===== config.mk =====
export PLATFORM = sky130hd
export DESIGN_NAME = csiRxDecoder
export DESIGN_NICKNAME = d
export VERILOG_FILES = /design/src/hdl/csiRxPkg.sv /design/src/hdl/laneCapture.sv /design/src/hdl/packetParser.sv /design/src/hdl/streamOutput.sv /design/src/hdl/csiRxDecoder.sv
export SDC_FILE = /design/constraint.sdc
export NUM_CORES = 1
export LEC_CHECK = 0
export ABC_AREA = 0
export BUFFER_PORTS_ARGS = -buffer_cell sky130_fd_sc_hd__buf_2
export CORE_UTILIZATION = 60
export DETAILED_ROUTE_END_ITERATION = 10
export GPL_ROUTABILITY_DRIVEN = 0
export PLACE_DENSITY = 0.84
export SLEW_MARGIN = 20
export SYNTH_ARGS = -nofsm -noshare
export SYNTH_HDL_FRONTEND = slang
export SYNTH_SLANG_ARGS = --single-unit

===== constraint.sdc =====
create_clock -name CAM_CLOCK_I -period 6.8 [get_ports CAM_CLOCK_I]
set_input_delay 0 -clock CAM_CLOCK_I [delete_from_list [all_inputs] [get_ports CAM_CLOCK_I]]
set_output_delay 0 -clock CAM_CLOCK_I [all_outputs]
set_load 0.05 [all_outputs]

===== src/hdl/csiRxPkg.sv =====
package csiRxPkg;

  // lane and word geometry for the fixed two-lane link
  localparam int laneByteWidth = 8;
  localparam int laneWordWidth = 16;
  localparam int bytesPerWord = laneWordWidth / laneByteWidth;

  // header field widths
  localparam int dataTypeWidth = 6;
  localparam int virtualChannelWidth = 2;
  localparam int headerFieldWidth = 16;

  localparam logic [laneByteWidth-1:0] syncByte = 8'hB8;

  // short packet codes, anything else is treated as a long packet
  localparam logic [dataTypeWidth-1:0] dtFrameStart = 6'd0;
  localparam logic [dataTypeWidth-1:0] dtFrameEnd = 6'd1;

  localparam logic [headerFieldWidth-1:0] wordCountReset = '1;

  typedef enum logic [2:0] {
    huntSync,
    headerLow,
    headerHigh,
    payload,
    packetGap
  } parserState_t;

  // field high byte, field low byte, data identifier
  typedef struct packed {
    logic [headerFieldWidth-1:0] frameNumber;
    logic [virtualChannelWidth-1:0] virtualChannel;
    logic [dataTypeWidth-1:0] shortCode;
  } shortHeader_t;

  typedef struct packed {
    logic [headerFieldWidth-1:0] wordCount;
    logic [virtualChannelWidth-1:0] virtualChannel;
    logic [dataTypeWidth-1:0] dataType;
  } longHeader_t;

  typedef union packed {
    shortHeader_t shortPkt;
    longHeader_t longPkt;
  } packetHeader_t;

endpackage


===== src/hdl/laneCapture.sv =====
`timescale 1ns/1ps

module laneCapture
  import csiRxPkg::*;
(
  input  logic                     CAM_CLOCK_I,
  input  logic                     RESET_n_I,
  input  logic [laneByteWidth-1:0] laneA_i,
  input  logic [laneByteWidth-1:0] laneB_i,
  output logic [laneWordWidth-1:0] laneWord_o,
  output logic                     syncHit_o
);

  logic syncNow;

  // both lanes must carry the sync byte in the same cycle
  assign syncNow = (laneA_i == syncByte) && (laneB_i == syncByte);

  // lane A is the lower byte of the word
  always_ff @(posedge CAM_CLOCK_I)
  begin
    laneWord_o <= {laneB_i, laneA_i};
  end

  // flag travels with the word it describes
  always_ff @(posedge CAM_CLOCK_I)
  begin
    if (!RESET_n_I)
    begin
      syncHit_o <= 1'b0;
    end
    else
    begin
      syncHit_o <= syncNow;
    end
  end

endmodule


===== src/hdl/packetParser.sv =====
`timescale 1ns/1ps

module packetParser
  import csiRxPkg::*;
(
  input  logic                        CAM_CLOCK_I,
  input  logic                        RESET_n_I,
  input  logic [laneWordWidth-1:0]    laneWord_i,
  input  logic                        syncHit_i,
  output logic [laneWordWidth-1:0]    payloadWord_o,
  output logic                        payloadStrobe_o,
  output logic                        packetLast_o,
  output logic                        frameActive_o,
  output logic [headerFieldWidth-1:0] frameNumber_o,
  output logic [headerFieldWidth-1:0] wordCount_o
);

  parserState_t state;
  logic [laneWordWidth-1:0] headerLowWord;
  logic [headerFieldWidth-1:0] byteCount;
  logic [dataTypeWidth-1:0] firstDataType;
  packetHeader_t assembledHeader;

  // data type is decoded straight from the first header word
  assign firstDataType = laneWord_i[dataTypeWidth-1:0];

  // second header word supplies the field high byte, its upper byte is ECC
  assign assembledHeader = {laneWord_i[laneByteWidth-1:0], headerLowWord};

  always_ff @(posedge CAM_CLOCK_I)
  begin
    if (!RESET_n_I)
    begin
      state <= huntSync;
      payloadStrobe_o <= 1'b0;
      packetLast_o <= 1'b0;
      frameActive_o <= 1'b0;
      frameNumber_o <= '0;
      wordCount_o <= wordCountReset;
      byteCount <= '0;
    end
    else
    begin
      payloadStrobe_o <= 1'b0;
      packetLast_o <= 1'b0;
      case (state)
        // a sync right after the last payload word is accepted here too
        huntSync, packetGap:
        begin
          if (syncHit_i)
          begin
            state <= headerLow;
          end
          else
          begin
            state <= huntSync;
          end
        end
        headerLow:
        begin
          if (firstDataType == dtFrameEnd)
          begin
            frameActive_o <= 1'b0;
            state <= huntSync;
          end
          else
          begin
            if (firstDataType == dtFrameStart)
            begin
              frameActive_o <= 1'b1;
            end
            state <= headerHigh;
          end
        end
        headerHigh:
        begin
          if (assembledHeader.shortPkt.shortCode == dtFrameStart)
          begin
            frameNumber_o <= assembledHeader.shortPkt.frameNumber;
            state <= packetGap;
          end
          else
          begin
            wordCount_o <= assembledHeader.longPkt.wordCount;
            byteCount <= assembledHeader.longPkt.wordCount;
            // empty long packet carries no payload words
            if (assembledHeader.longPkt.wordCount == '0)
            begin
              state <= packetGap;
            end
            else
            begin
              state <= payload;
            end
          end
        end
        payload:
        begin
          payloadStrobe_o <= 1'b1;
          // odd counts end on a word with one valid byte
          if (byteCount <= headerFieldWidth'(bytesPerWord))
          begin
            packetLast_o <= 1'b1;
            byteCount <= '0;
            state <= packetGap;
          end
          else
          begin
            byteCount <= byteCount - headerFieldWidth'(bytesPerWord);
          end
        end
        default:
        begin
          state <= huntSync;
        end
      endcase
    end
  end

  // header and payload data registers
  always_ff @(posedge CAM_CLOCK_I)
  begin
    if (state == headerLow)
    begin
      headerLowWord <= laneWord_i;
    end
    if (state == payload)
    begin
      payloadWord_o <= laneWord_i;
    end
  end

endmodule


===== src/hdl/streamOutput.sv =====
`timescale 1ns/1ps

module streamOutput
  import csiRxPkg::*;
(
  input  logic                        CAM_CLOCK_I,
  input  logic                        RESET_n_I,
  input  logic [laneWordWidth-1:0]    payloadWord_i,
  input  logic                        payloadStrobe_i,
  input  logic                        packetLast_i,
  input  logic                        frameActive_i,
  input  logic [headerFieldWidth-1:0] frameNumber_i,
  input  logic [headerFieldWidth-1:0] wordCount_i,
  output logic [laneWordWidth-1:0]    payloadData_o,
  output logic                        payloadValid_o,
  output logic                        lineStart_o,
  output logic                        lineEnd_o,
  output logic                        frameValid_o,
  output logic                        frameStart_o,
  output logic                        frameEnd_o,
  output logic [headerFieldWidth-1:0] frameNumber_o,
  output logic [headerFieldWidth-1:0] wordCount_o
);

  // set while a line has started but its last word is not yet seen
  logic inLine;

  always_ff @(posedge CAM_CLOCK_I)
  begin
    payloadData_o <= payloadWord_i;
  end

  always_ff @(posedge CAM_CLOCK_I)
  begin
    if (!RESET_n_I)
    begin
      inLine <= 1'b0;
      payloadValid_o <= 1'b0;
      lineStart_o <= 1'b0;
      lineEnd_o <= 1'b0;
      frameValid_o <= 1'b0;
      frameStart_o <= 1'b0;
      frameEnd_o <= 1'b0;
      frameNumber_o <= '0;
      wordCount_o <= wordCountReset;
    end
    else
    begin
      payloadValid_o <= payloadStrobe_i;
      lineStart_o <= payloadStrobe_i && !inLine;
      lineEnd_o <= payloadStrobe_i && packetLast_i;
      if (payloadStrobe_i)
      begin
        inLine <= !packetLast_i;
      end

      // frameValid_o still holds the previous level here
      frameValid_o <= frameActive_i;
      frameStart_o <= frameActive_i && !frameValid_o;
      frameEnd_o <= !frameActive_i && frameValid_o;

      frameNumber_o <= frameNumber_i;
      wordCount_o <= wordCount_i;
    end
  end

endmodule


===== src/hdl/csiRxDecoder.sv =====
`timescale 1ns/1ps

module csiRxDecoder
  import csiRxPkg::*;
(
  input  logic                        CAM_CLOCK_I,
  input  logic                        RESET_n_I,
  input  logic [laneByteWidth-1:0]    laneA_i,
  input  logic [laneByteWidth-1:0]    laneB_i,
  output logic [laneWordWidth-1:0]    payloadData_o,
  output logic                        payloadValid_o,
  output logic                        lineStart_o,
  output logic                        lineEnd_o,
  output logic                        frameValid_o,
  output logic                        frameStart_o,
  output logic                        frameEnd_o,
  output logic [headerFieldWidth-1:0] frameNumber_o,
  output logic [headerFieldWidth-1:0] wordCount_o
);

  logic [laneWordWidth-1:0] laneWord;
  logic syncHit;
  logic [laneWordWidth-1:0] payloadWord;
  logic payloadStrobe;
  logic packetLast;
  logic frameActive;
  logic [headerFieldWidth-1:0] headerFrameNumber;
  logic [headerFieldWidth-1:0] headerWordCount;

  laneCapture captureInst (
    .CAM_CLOCK_I (CAM_CLOCK_I),
    .RESET_n_I   (RESET_n_I),
    .laneA_i     (laneA_i),
    .laneB_i     (laneB_i),
    .laneWord_o  (laneWord),
    .syncHit_o   (syncHit)
  );

  packetParser parserInst (
    .CAM_CLOCK_I     (CAM_CLOCK_I),
    .RESET_n_I       (RESET_n_I),
    .laneWord_i      (laneWord),
    .syncHit_i       (syncHit),
    .payloadWord_o   (payloadWord),
    .payloadStrobe_o (payloadStrobe),
    .packetLast_o    (packetLast),
    .frameActive_o   (frameActive),
    .frameNumber_o   (headerFrameNumber),
    .wordCount_o     (headerWordCount)
  );

  streamOutput outputInst (
    .CAM_CLOCK_I     (CAM_CLOCK_I),
    .RESET_n_I       (RESET_n_I),
    .payloadWord_i   (payloadWord),
    .payloadStrobe_i (payloadStrobe),
    .packetLast_i    (packetLast),
    .frameActive_i   (frameActive),
    .frameNumber_i   (headerFrameNumber),
    .wordCount_i     (headerWordCount),
    .payloadData_o   (payloadData_o),
    .payloadValid_o  (payloadValid_o),
    .lineStart_o     (lineStart_o),
    .lineEnd_o       (lineEnd_o),
    .frameValid_o    (frameValid_o),
    .frameStart_o    (frameStart_o),
    .frameEnd_o      (frameEnd_o),
    .frameNumber_o   (frameNumber_o),
    .wordCount_o     (wordCount_o)
  );

endmodule


; ---- Word-level counts from Yosys, hierarchy flattened
; Cells that the tools add are included.
[word_totals]
ff_bits = 158
latchBits = 0
ramBits = 0
mem_bits_ro = 0
in_bits = 18
output_inout_bits = 54
wordCells = 67
memories = 0
[op_classes]
add_sub_neg = 1
n_mul = 0
div = 0
magnitude_cmp = 1
n_eq_ne = 9
shift = 0
n_mux = 13
bitwise_logic = 1
reduce_logical = 21
[ops]
columns = cell, count
row1 = 16-bit two-way mux, 2
row2 = 16-bit case mux with 2 select lines, 1
row3 = 8-bit == test (second input constant), 2
row4 = 16-bit by 2-bit less-or-equal comparator with 1-bit output (second input constant), 1
row5 = 16-bit zero test, 1
row6 = 16-bit by 2-bit subtractor with 16-bit output (second input constant), 1
row7 = 6-bit zero test, 2
row8 = 3-bit case mux with 4 select lines, 1
row9 = 2-bit AND reduction, 5
row10 = 3-bit two-way mux, 3
row11 = 3-bit by 2-bit == test with 1-bit output (second input constant), 2
row12 = 6-bit by 1-bit == test with 1-bit output (second input constant), 1
row13 = 1-bit logical AND, 5
row14 = 1-bit two-way mux, 5
row15 = 1-bit zero test, 4
row16 = 2-bit nonzero test, 2
row17 = 3-bit by 1-bit == test with 1-bit output (second input constant), 1
row18 = 3-bit == test (second input constant), 1
row19 = 3-bit zero test, 1
row20 = 2-bit two-way mux, 1
row21 = 2-bit by 1-bit != test with 1-bit output (second input constant), 1
row22 = 2-bit != test (second input constant), 1
row23 = 2-bit OR reduction, 1
row24 = 1-bit inverter, 1

; ---- Logic depth before layout (Yosys ltp)
; Gate-level depths: netlist (run 1).
[logic_depth]
word_depth = 4
depth_mapped = 7
ltp_nobuf = 7

; ---- Hierarchy
; Synthesis (run 1) repeated with hierarchy kept, for this count alone.
[unflattened]
hier_cells = 456
hier_area_um2 = 5297.6
[by_module_without_submodules]
columns = mod, n_inst, cells_per_inst, area_per_inst_um2, seq_area_each_um2
row1 = packetParser, 1, 333, 3513.4, 1981.9
row2 = streamOutput, 1, 99, 1385.1, 1101.1
row3 = laneCapture, 1, 24, 399.1, 340.3

; ---- Least setup slack after synthesis (run 1)
; Ideal clock, no wire load.
[synth_timing]
kind = flip-flop to flip-flop
start = reg parserInst.state[0]
end = reg parserInst.frameActive_o
setup_ns = 0.091
arrival_ns = 2.365
t_required_ns = 6.709
setup_slack_ns = 4.344
stages_incl_launch_ff = 6
path_buffers = 1
synth_period_minus_slack_ns = 2.456
cell_sequence = dfxtp_1 -> clkbuf_1 -> clkinv_1 -> nor3_1 -> a21oi_1 -> a311oi_1
[synth_between]
elab_chain_len = 2
[synth_rtl]
columns = item, line
row1 = start: declaration, packetParser.sv:18  ; parserState_t state;
row2 = start signal: assignment, packetParser.sv:34  ; state <= huntSync;
row3 = start signal: assignment, packetParser.sv:52  ; state <= headerLow;
row4 = start signal: assignment, packetParser.sv:56  ; state <= huntSync;
row5 = 3-bit by 1-bit == test with 1-bit output, packetParser.sv:46  ; case (state)
row6 = 2-bit AND reduction (no line), n/a
row7 = end signal: assignment, packetParser.sv:37  ; frameActive_o <= 1'b0;
row8 = end signal: assignment, packetParser.sv:63  ; frameActive_o <= 1'b0;
row9 = end signal: assignment, packetParser.sv:70  ; frameActive_o <= 1'b1;
row10 = end: declaration, packetParser.sv:13  ; output logic frameActive_o,
; Every way passes these cells.
; A chain may end at the register's enable or synchronous reset.

; ---- Worst setup path after layout (run 1)
[layout_timing]
start = reg parserInst.headerLowWord[1]
end = reg parserInst.frameNumber_o[11]
[layout_between]
elab_chain_len = 2
[layout_rtl]
columns = item, line
row1 = start: declaration, packetParser.sv:19  ; logic [laneWordWidth-1:0] headerLowWord;
row2 = start signal: assignment, packetParser.sv:125  ; headerLowWord <= laneWord_i;
row3 = 6-bit zero test, packetParser.sv:77  ; if (assembledHeader.shortPkt.shortCode == dtFrameStart)
row4 = 2-bit AND reduction (no line), n/a
row5 = end signal: assignment, packetParser.sv:79  ; frameNumber_o <= assembledHeader.shortPkt.frameNumber;
row6 = end: declaration, packetParser.sv:14  ; output logic [headerFieldWidth-1:0] frameNumber_o,
; Every way passes these cells.

==> impl_metrics.toml, run 1 <==
[status]
outcome = "finished clean"

[critical_path]
slowest_delay_ns = 0.58
arrival_ns = 2.95
crit_chain = "nor4_1, nor3b_2, nand3_2, mux2i_1, nor2_1"
crit_fanout = 16
start_kind = "register"
crit_required_ns = 7.18
cp_slowest_cell = "nand3_2"
path_class = "reg -> reg"
crit_path_end_kind = "register"
reg2reg_depth = 5

[finish]
diodes = 0
drive_above_1_share_pct = 20.7
multi_input_area_um2 = 1570
area_growth_pct = 22.7
design_area_um2 = 6240
final_cell_mix = "126 x dfxtp_1, 71 x buf_2, 48 x nand2_1"
fill_cells = 508
final_common_cell = "dfxtp_1"
regArea_um2 = 3420
final_nets = 546

[synth]
syn_area_per_cell_um2 = 11.6
syn_area_um2 = 5090
ys_seq_area_share_pct = 67.3
ys_types = 56
syn-instance-count = 440
synth-xor-area-share_pct = 0.344
synth_seq_cells = 156
syn-num-nets = 459
synth-simple-area-share_pct = 19.2
synthArstFlopShare_pct = 0
synth-edff-count = 30
synth_adder_area_share_pct = 0.246
synthMuxAreaShare_pct = 3.15
synth_top_flop_cell = "dfxtp_1"
yosys_warnings = 0
synth_compound_area_share_pct = 7.55
synth_top_family_by_area = "simple AND/OR/NAND/NOR gates"

[power_and_ir_drop]
switching_share_pct = 21.9
clockPowerShare_pct = 48.1
power_frac_seq_pct = 50.5
vdd_drop_max_mv = 0.193
power_switching_uw = 414
internal_power_mw = 1.47
p_comb_share_pct = 1.3
powerDensity_nw_per_um2 = 303
leakagePower_nw = 2.62

[hold_path]
worstHoldPathType = "in -> reg"
hold_depth = 2

[global_route]
gr-total-overflow = 0
grt_pass1_wl_um = 18700
grt_antenna_before_repair = 0
first_global_vias = 3716
grt_max_degree = 58
grt.total_usage_pct = 28.8

[place]
port-buffer-count = 71
pre_cts_slack_ns = 4.41
dpl.hpwl_um = 6870
placed_area_um2 = 5500

[timing]
finalSetupViolCount = 0
setup_slack_ns = 4.23
relSlewSlack_pct = 36.4
fmax_mhz = 389
fin_tns_setup_ns = 0
finalMaxSlewViolations = 0
rsz0062_at_grt = "no"
post-route-period-util_pct = 37.8
finalClockSkew_ns = 0.0119
tightest_slew_ns = 0.954
hold_viol_final = 0
min_period_ns = 2.57

[clock_tree]
cts_buffers = 17
clock_path_buffers = 2
cts_setup_buffers = 0
cts_tree = "built"
clock_latency_ns = 0.53
htree_levels = 4
post_cts_resized = 0
clock_sinks = 156
cts.clk_slew.worst_paths_ns = 0.07
cts-root-buf = "clkbuf_8"

[floorplan]
die-width_um = 94.1
dieHeight_um = 94.1
coreArea_um2 = 8220
start_util_pct = 61.9
rows = 33
io_pins = 72
dieArea_um2 = 8850

[job]
cap_violations = 0

[drt]
wl_per_cell_um = 18.4
wirelength_um = 11900
dr.pass1.iters = 5
ant_nets = 0
post-route-drc-count = 0
viasPerCell = 5.90
vias = 3807
drt_iter0_drc = 439
==> metal layers <==
layer  routed length (um)  track usage, %  share of wire, %  vias up
met5                    0               0                 0        -
met4                  512            18.1               4.3        0
met3                 1030            7.04               8.6       55
met2                 5800            46.0                49      232
met1                 4560            34.9                38     1791
li1                     -               -                 -     1729
==> what timing repair did <==
item,CTS,global route
hold buffers,16,0
hold endpoints to repair,17,0
endpoints found under the setup margin,0,0
==> flip-flops by register name (all words and copies together) (netlist names) <==
name / flops
outputInst.frameNumber_o: 16
parserInst.byteCount: 16
outputInst.inLine: 1
parserInst.state: 3
captureInst.syncHit_o: 1
parserInst.frameActive_o: 1
outputInst.payloadValid_o: 1
captureInst.laneWord_o: 16
parserInst.payloadWord_o: 16
parserInst.headerLowWord: 14
parserInst.frameNumber_o: 16
outputInst.frameValid_o: 1
outputInst.wordCount_o: 16
parserInst.payloadStrobe_o: 1
parserInst.packetLast_o: 1
parserInst.wordCount_o: 16
outputInst.payloadData_o: 16
outputInst.frameEnd_o: 1
outputInst.frameStart_o: 1
outputInst.lineEnd_o: 1
outputInst.lineStart_o: 1
==> metrics by stage <==
stage               util (%)  cells  power [mW]  hold WS [ns]
finish                  76.0    645        1.89        0.0981
global route            76.0    645        1.93         0.118
CTS                     75.9    645        1.89        0.0630
detailed placement      67.0    597       0.991         0.118
global placement        66.9    597       0.990         0.110
floorplan                  -    440       0.979        0.0277
==> worst max-delay path, delay by kind of cell, from the launching register on <==
family | cells | cell delay, ns
DFF | 1 | 0.40
muxes | 1 | 0.36
and+or+nand+nor | 4 | 1.66
==> cell usage after synthesis, drive strengths merged, types with 2 or more instances <==
master	number	area share, %
a2111oi	4	1.1
a211oi	4	0.59
a21boi	2	0.30
a21o	2	0.32
a21oi	13	1.4
a222oi	2	0.39
a22oi	4	0.59
a311oi	2	0.34
a31oi	4	0.49
and2	18	2.2
and3	4	0.49
buf	4	0.57
clkbuf	15	1.1
dfxtp	126	50
edfxtp	30	18
inv	6	0.44
mux2i	16	3.1
nand2	48	3.5
nand2b	18	2.2
nand3	26	2.7
nand3b	2	0.30
nand4b	2	0.34
nor2	30	2.2
nor2b	2	0.25
nor3	13	1.3
nor3b	2	0.39
nor4	11	1.6
o21a	2	0.30
o21ai	5	0.49
o31ai	2	0.30
or4	6	0.96
==> final cells by class <==
class                   instances  share of cell area, %
clock buffers                  20                   7.16
clock inverters                12                   1.98
inverters                       7                  0.421
multi-input cells             258                   25.2
flip-flops and latches        156                   54.9
well taps                     105                   2.11
repair buffers                 87                   8.26
==> path summary, 6_finish.rpt <==
kind	to	slack, ns	startpoint
setup reg to reg	parserInst.frameNumber_o[11]	4.23	parserInst.headerLowWord[1]
hold / removal	parserInst.wordCount_o[7]	0.1	RESET_n_I
setup / recovery	parserInst.frameNumber_o[11]	4.23	parserInst.headerLowWord[1]
hold reg to reg	outputInst.payloadData_o[3]	0.34	parserInst.payloadWord_o[3]
==> power by group through the flow <==
| stage | combinational (mW) | clock [mW] | sequential, mW |
|---|---|---|---|
| 2_1_floorplan | 0.00848 | 0 | 0.970 |
| 3_5_place_dp | 0.0165 | 0 | 0.975 |
| 5_1_grt | 0.0264 | 0.948 | 0.954 |
| 4_1_cts | 0.0239 | 0.908 | 0.954 |
| 6_report | 0.0248 | 0.909 | 0.955 |
| 3_3_place_gp | 0.0158 | 0 | 0.975 |
==> logic make-up after synthesis <==
group | Yosys count
AOI/OAI and AO/OA | 52
DFF | 156
muxes | 16
adders and majority gates | 1
and+or+nand+nor | 187
xor gates and xnor gates | 2
buffers and inverters | 26
Power figures use the tool's default switching activity.
==> run 2, diff against run 1 <==
--- a/config.mk
+++ b/config.mk
@@ -5,12 +5,12 @@
 export SDC_FILE = /design/constraint.sdc
 export NUM_CORES = 1
 export LEC_CHECK = 0
-export ABC_AREA = 0
+export ABC_AREA = 1
 export BUFFER_PORTS_ARGS = -buffer_cell sky130_fd_sc_hd__buf_2
-export CORE_UTILIZATION = 60
+export CORE_UTILIZATION = 50
 export DETAILED_ROUTE_END_ITERATION = 10
 export GPL_ROUTABILITY_DRIVEN = 0
-export PLACE_DENSITY = 0.84
+export PLACE_DENSITY = 0.75
 export SLEW_MARGIN = 20
 export SYNTH_ARGS = -nofsm -noshare
 export SYNTH_HDL_FRONTEND = slang
==> constraint.sdc (replaced) <==
create_clock -name CAM_CLOCK_I -period 2.3 [get_ports CAM_CLOCK_I]
set_input_delay 0 -clock CAM_CLOCK_I [delete_from_list [all_inputs] [get_ports CAM_CLOCK_I]]
set_output_delay 0 -clock CAM_CLOCK_I [all_outputs]
set_load 0.05 [all_outputs]
==> run 2 against run 1 <==
  * Combinational power rose to 3.2 times the previous value
  * Setup slack worse by 3.6 ns
  * Clock skew down 0.0050 ns
  * First-iteration DRC count down 43%
  * Critical path depth up 5
  * Clock power rose to 2.9 times the previous value
  * Synthesized cell count up 20%
  * Sequential share of layout area down 1.3 points
  * Maximum frequency up 50%
  * Wire length down 9.7%
  * Largest power group unchanged
  * Highest routed layer unchanged
==> impl_metrics.toml, run 2 <==
[place]
dpl.hpwl_um = 7070
port-buffer-count = 71
dp_cells = 720

[timing]
fmax_mhz = 584
post-route-period-util_pct = 74.5
hold_viol_final = 0
tightest_slew_ns = 0.691
finalClockSkew_ns = 0.00691
rsz0062_at_grt = "no"
finalSetupViolCount = 0
finalMaxSlewViolations = 0
min_period_ns = 1.71
relSlewSlack_pct = 53.9
fin_tns_setup_ns = 0

[critical_path]
crit_path_end_kind = "register"
crit_fanout = 13
arrival_ns = 2.19
cp-startpoint = "parserInst.state[1]"
endpoint = "parserInst.byteCount[3]"
r2r_slack_ns = 0.59
worstReg2RegStart = "parserInst.state[1]"
reg2reg_depth = 10
path_class = "reg -> reg"
crit_required_ns = 2.78
timing.rr.end = "parserInst.byteCount[3]"
start_kind = "register"

[synth]
syn-num-nets = 549
ys_types = 24
synth_top_flop_cell = "dfxtp_1"
syn_area_um2 = 5170
yosys-top-cells-count = "126 x dfxtp_1, 89 x nand2_1, 64 x inv_1"
syn_area_per_cell_um2 = 9.75
syn-instance-count = 530
synth_top_area_share_pct = 48.8
ys_seq_area_share_pct = 66.3
synthArstFlopShare_pct = 0
netlist_top_cells_area = "dfxtp_1 49%, edfxtp_1 17%, nand2_1 6.5%"
synth-edff-count = 30
synth_seq_cells = 156
yosysMostFrequentCell = "dfxtp_1"
synth_top_cell_by_area = "dfxtp_1"
yosys_warnings = 0

[clock_tree]
clock_latency_ns = 0.53
cts_buffers = 17
cts-root-buf = "clkbuf_8"
htree_levels = 4
post_cts_resized = 0
clock_sinks = 156
cts_setup_buffers = 0
hold_buffers = 16
cts.clk_slew.worst_paths_ns = 0.06
clock_path_buffers = 2
cts_tree = "built"

[floorplan]
dieHeight_um = 104
coreArea_um2 = 9910
rows = 36
dieArea_um2 = 10700
start_util_pct = 52.1
die-width_um = 104
io_pins = 72

[power_and_ir_drop]
power_frac_seq_pct = 50.5
power_switching_mw = 1.14
powerDensity_nw_per_um2 = 872
vdd_drop_max_mv = 0.506
clockPowerShare_pct = 48.0
leakagePower_nw = 2.95
switching_share_pct = 20.5
p_comb_share_pct = 1.4
power.total_mw = 5.57
internal_power_mw = 4.43

[global_route]
grt_max_degree = 68
grt_antenna_before_repair = 0
grt_pass1_wl_um = 17800
first_global_vias = 3676
gr-total-overflow = 0
grt.total_usage_pct = 21.6

[finish]
final_common_cell = "dfxtp_1"
area_growth_pct = 23.7
final_nets = 641
final_util_pct = 64.5
fin_cells = 768
drive_above_1_share_pct = 21.1
diodes = 0
final_cell_mix = "126 x dfxtp_1, 89 x nand2_1, 71 x buf_2"

[hold_path]
hold_depth = 3
worstHoldPathType = "in -> reg"

[drt]
ant_nets = 0
dr.pass1.iters = 4
wirelength_um = 10700
viasPerCell = 4.88
drt_iter0_drc = 251
post-route-drc-count = 0
wl_per_cell_um = 14.0
vias = 3745

[job]
cap_violations = 0

[status]
outcome = "finished clean"
## run 2: kinds of logic (layout without fill, tap and decap cells)
logic type | Yosys count | after routing | share of synthesized area [%]
xor gates and xnor gates | 5 | 5 | 0.848
and+or+nand+nor | 184 | 184 | 15.8
adders and majority gates | 1 | 1 | 0.242
DFF | 156 | 156 | 66.3
buffers and inverters | 87 | 192 | 6.56
AOI/OAI and AO/OA | 97 | 97 | 10.3
## run 2: cell type report
class / count / area [um^2]
Inverter: 68 / 255
Timing Repair Buffer: 92 / 553
Multi-Input combinational cell: 287 / 1410
Fill cell: 785 / 3520
Tap cell: 133 / 166
Sequential cell: 156 / 3420
Clock buffer: 20 / 478
Clock inverter: 12 / 106
## run 2: how the worst min path moves through the flow
stage / end / startpoint / slack (ns)
after floorplan: captureInst.laneWord_o[0] / laneA_i[0] / 0.03
after global placement: captureInst.laneWord_o[5] / laneA_i[5] / 0.11
after detailed placement: captureInst.laneWord_o[5] / laneA_i[5] / 0.12
after CTS: outputInst.wordCount_o[0] / RESET_n_I / 0.06
after global routing: parserInst.payloadStrobe_o / RESET_n_I / 0.1
final: parserInst.payloadStrobe_o / RESET_n_I / 0.06
## run 2: power groups by stage
| stage | Clock, mW | Sequential (mW) | Combinational [mW] |
|---|---|---|---|
| floorplan | 0 | 2.87 | 0.0293 |
| global placement | 0 | 2.88 | 0.0551 |
| detailed placement | 0 | 2.88 | 0.0562 |
| CTS | 2.71 | 2.82 | 0.0779 |
| global route | 2.83 | 2.82 | 0.0863 |
| finish | 2.68 | 2.82 | 0.0792 |
## run 2: metrics by stage
stage / cell area, um^2 / setup WS, ns / hold WS (ns)
after floorplan: 5170 / 0.253 / 0.0277
after global placement: 5650 / 0.725 / 0.113
after detailed placement: 5650 / 0.672 / 0.116
after CTS: 6390 / 0.600 / 0.0593
after global routing: 6390 / 0.394 / 0.0984
final: 6390 / 0.586 / 0.0607
## run 2: metal layers
metal | global-route usage (%) | up-vias | routed length, um
met4 | 8.88 | 0 | 189
met5 | 0 | - | 0
li1 | - | 1901 | -
met1 | 24.5 | 1714 | 4540
met2 | 38.0 | 114 | 5380
met3 | 6.23 | 16 | 643
## run 2: worst max-delay path, stage by stage, from the launching register on
cell and delay [ns]:
dfxtp_1 0.38, inv_2 0.08, nor2_4 0.14, inv_2 0.08
nor2_4 0.11, inv_2 0.06, a21oi_2 0.46, nand2_1 0.15
nand2_1 0.10, nand2_1 0.05, inv_1 0.05
==> run 3, diff against run 2 <==
==> constraint.sdc (replaced) <==
create_clock -name CAM_CLOCK_I -period 1.55 [get_ports CAM_CLOCK_I]
set_input_delay 0 -clock CAM_CLOCK_I [delete_from_list [all_inputs] [get_ports CAM_CLOCK_I]]
set_output_delay 0 -clock CAM_CLOCK_I [all_outputs]
set_load 0.05 [all_outputs]
==> run 3 against run 2 <==
  * Die area did not move
  * Critical path depth fell by 3
  * Total power rose by 51%
  * Cell area rose by 3.9%
  * Critical path type unchanged
==> impl_metrics.toml, run 3 (same netlist as run 2, synthesis figures left out) <==
[finish]
area_growth_pct = 28.5
regArea_um2 = 3430
final_nets = 662
drive_above_1_share_pct = 24.7
final_util_pct = 67.0
design_area_um2 = 6640
diodes = 0
fill_cells = 745
final_cell_mix = "124 x dfxtp_1, 88 x nand2_1, 71 x buf_2"
multi_input_area_um2 = 1440
fin_cells = 789
final_common_cell = "dfxtp_1"

[place]
dpl.hpwl_um = 7510
dp_cells = 734
port-buffer-count = 71
placed_area_um2 = 5790
pre_cts_slack_ns = 0.0831

[drt]
drt_iter0_drc = 280
wl_per_cell_um = 14.7
wirelength_um = 11600
post-route-drc-count = 0
ant_nets = 0
viasPerCell = 5.06
dr.pass1.iters = 6
vias = 3994

[hold_path]
holdCritStartpoint = "laneB_i[4]"
hold_depth = 2
hold_end = "captureInst.laneWord_o[12]"
worstHoldPathType = "in -> reg"

[timing]
finalClockSkew_ns = 0.00800
rsz0062_at_grt = "yes"
tightest_slew_ns = 0.350
post-route-period-util_pct = 95.3
min_period_ns = 1.48
fin_tns_setup_ns = 0
relSlewSlack_pct = 76.3
finalSetupViolCount = 0
hold_viol_final = 0
fmax_mhz = 677
finalMaxSlewViolations = 0
setup_slack_ns = 0.0733

[power_and_ir_drop]
leakagePower_nw = 3.11
powerDensity_nw_per_um2 = 1260
vdd_drop_max_mv = 0.791

[global_route]
gr-total-overflow = 0
grt_antenna_before_repair = 0
grt_pass1_wl_um = 18500
first_global_vias = 3784
grt.total_usage_pct = 22.5
grt_max_degree = 35

[critical_path]
crit_required_ns = 2.00
worstReg2RegStart = "parserInst.byteCount[1]"
slowest_delay_ns = 0.33
r2r_slack_ns = 0.07
cp_slowest_cell = "dfxtp_1"
timing.rr.end = "parserInst.byteCount[9]"
worst-path-buf-inv = 1
reg2reg_depth = 7
crit_chain = "inv_1, ha_1, nand3_2, nor2_4, xor2_1, nand2_1, a21oi_1"
arrival_ns = 1.92
path_delay_family = "simple AND/OR/NAND/NOR gates"
path_class = "reg -> reg"
start_kind = "register"
crit_fanout = 3
crit_path_end_kind = "register"

[clock_tree]
clock_path_buffers = 2
clock_sinks = 156
cts-root-buf = "clkbuf_8"
clock_latency_ns = 0.52
cts_buffers = 17
cts_tree = "built"
cts.clk_slew.worst_paths_ns = 0.06
htree_levels = 4

[floorplan]
rows = 36
io_pins = 72
coreArea_um2 = 9910
dieHeight_um = 104
start_util_pct = 52.1
dieArea_um2 = 10700
die-width_um = 104

[job]
cap_violations = 0

[status]
outcome = "finished clean"
## run 3: cell types whose count changed in the layout (fill, tap and decap cells not counted), sizes merged
cell | previous run | this run
clkinvlp | 0 | 1
clkinv | 7 | 6
dlygate4sd3 | 16 | 17
buf | 76 | 96
inv | 72 | 70
bufinv | 1 | 3
## run 3: worst max-delay path by stage
stage	from	to	slack, ns	cells after the start
finish	parserInst.byteCount[1]	parserInst.byteCount[9]	0.07	7
global route	parserInst.byteCount[1]	parserInst.byteCount[9]	-0.003	7
CTS	parserInst.byteCount[1]	parserInst.byteCount[11]	0.06	8
detailed placement	parserInst.byteCount[1]	parserInst.byteCount[11]	0.08	8
global placement	parserInst.state[0]	parserInst.frameActive_o	0.16	7
floorplan	parserInst.state[0]	parserInst.frameActive_o	-0.003	5
## run 3: area by class of cell
cell class	instances	share of cell area (%)
Clock buffer	20	6.73
Inverter	68	3.84
Sequential cell	156	51.6
Timing Repair Buffer	113	11.4
Multi-Input combinational cell	287	21.7
Tap cell	133	2.51
Clock inverter	12	2.17
## run 3: stage by stage
stage	total power [mW]	hold WS (ns)
after detailed placement	4.37	0.117
after floorplan	4.30	0.0277
after global placement	4.37	0.116
after CTS	8.44	0.113
after global routing	8.64	0.122
final	8.40	0.129
## run 3: layer usage
layer / global-route usage [%] / wire length [um] / vias to the layer above / part of all wire [%]
li1: - / - / 1937 / -
met5: 0 / 0 / - / 0
met3: 5.22 / 628 / 40 / 5.4
met2: 38.5 / 5940 / 170 / 51
met4: 10.9 / 365 / 0 / 3.1
met1: 26.8 / 4680 / 1847 / 40
## run 3: power by group
group | internal, mW | switching [mW] | total, mW
Sequential | 4.15 | 0.0168 | 4.17
Clock | 2.54 | 1.53 | 4.07
Combinational | 0.0683 | 0.0892 | 0.157
## run 3: timing repair
item                                    4_1_cts  5_1_grt
endpoints found under the setup margin        0       17
resized for setup                             0       15
hold endpoints to repair                     24        0
hold buffers                                 17        0
setup buffers                                 0        6
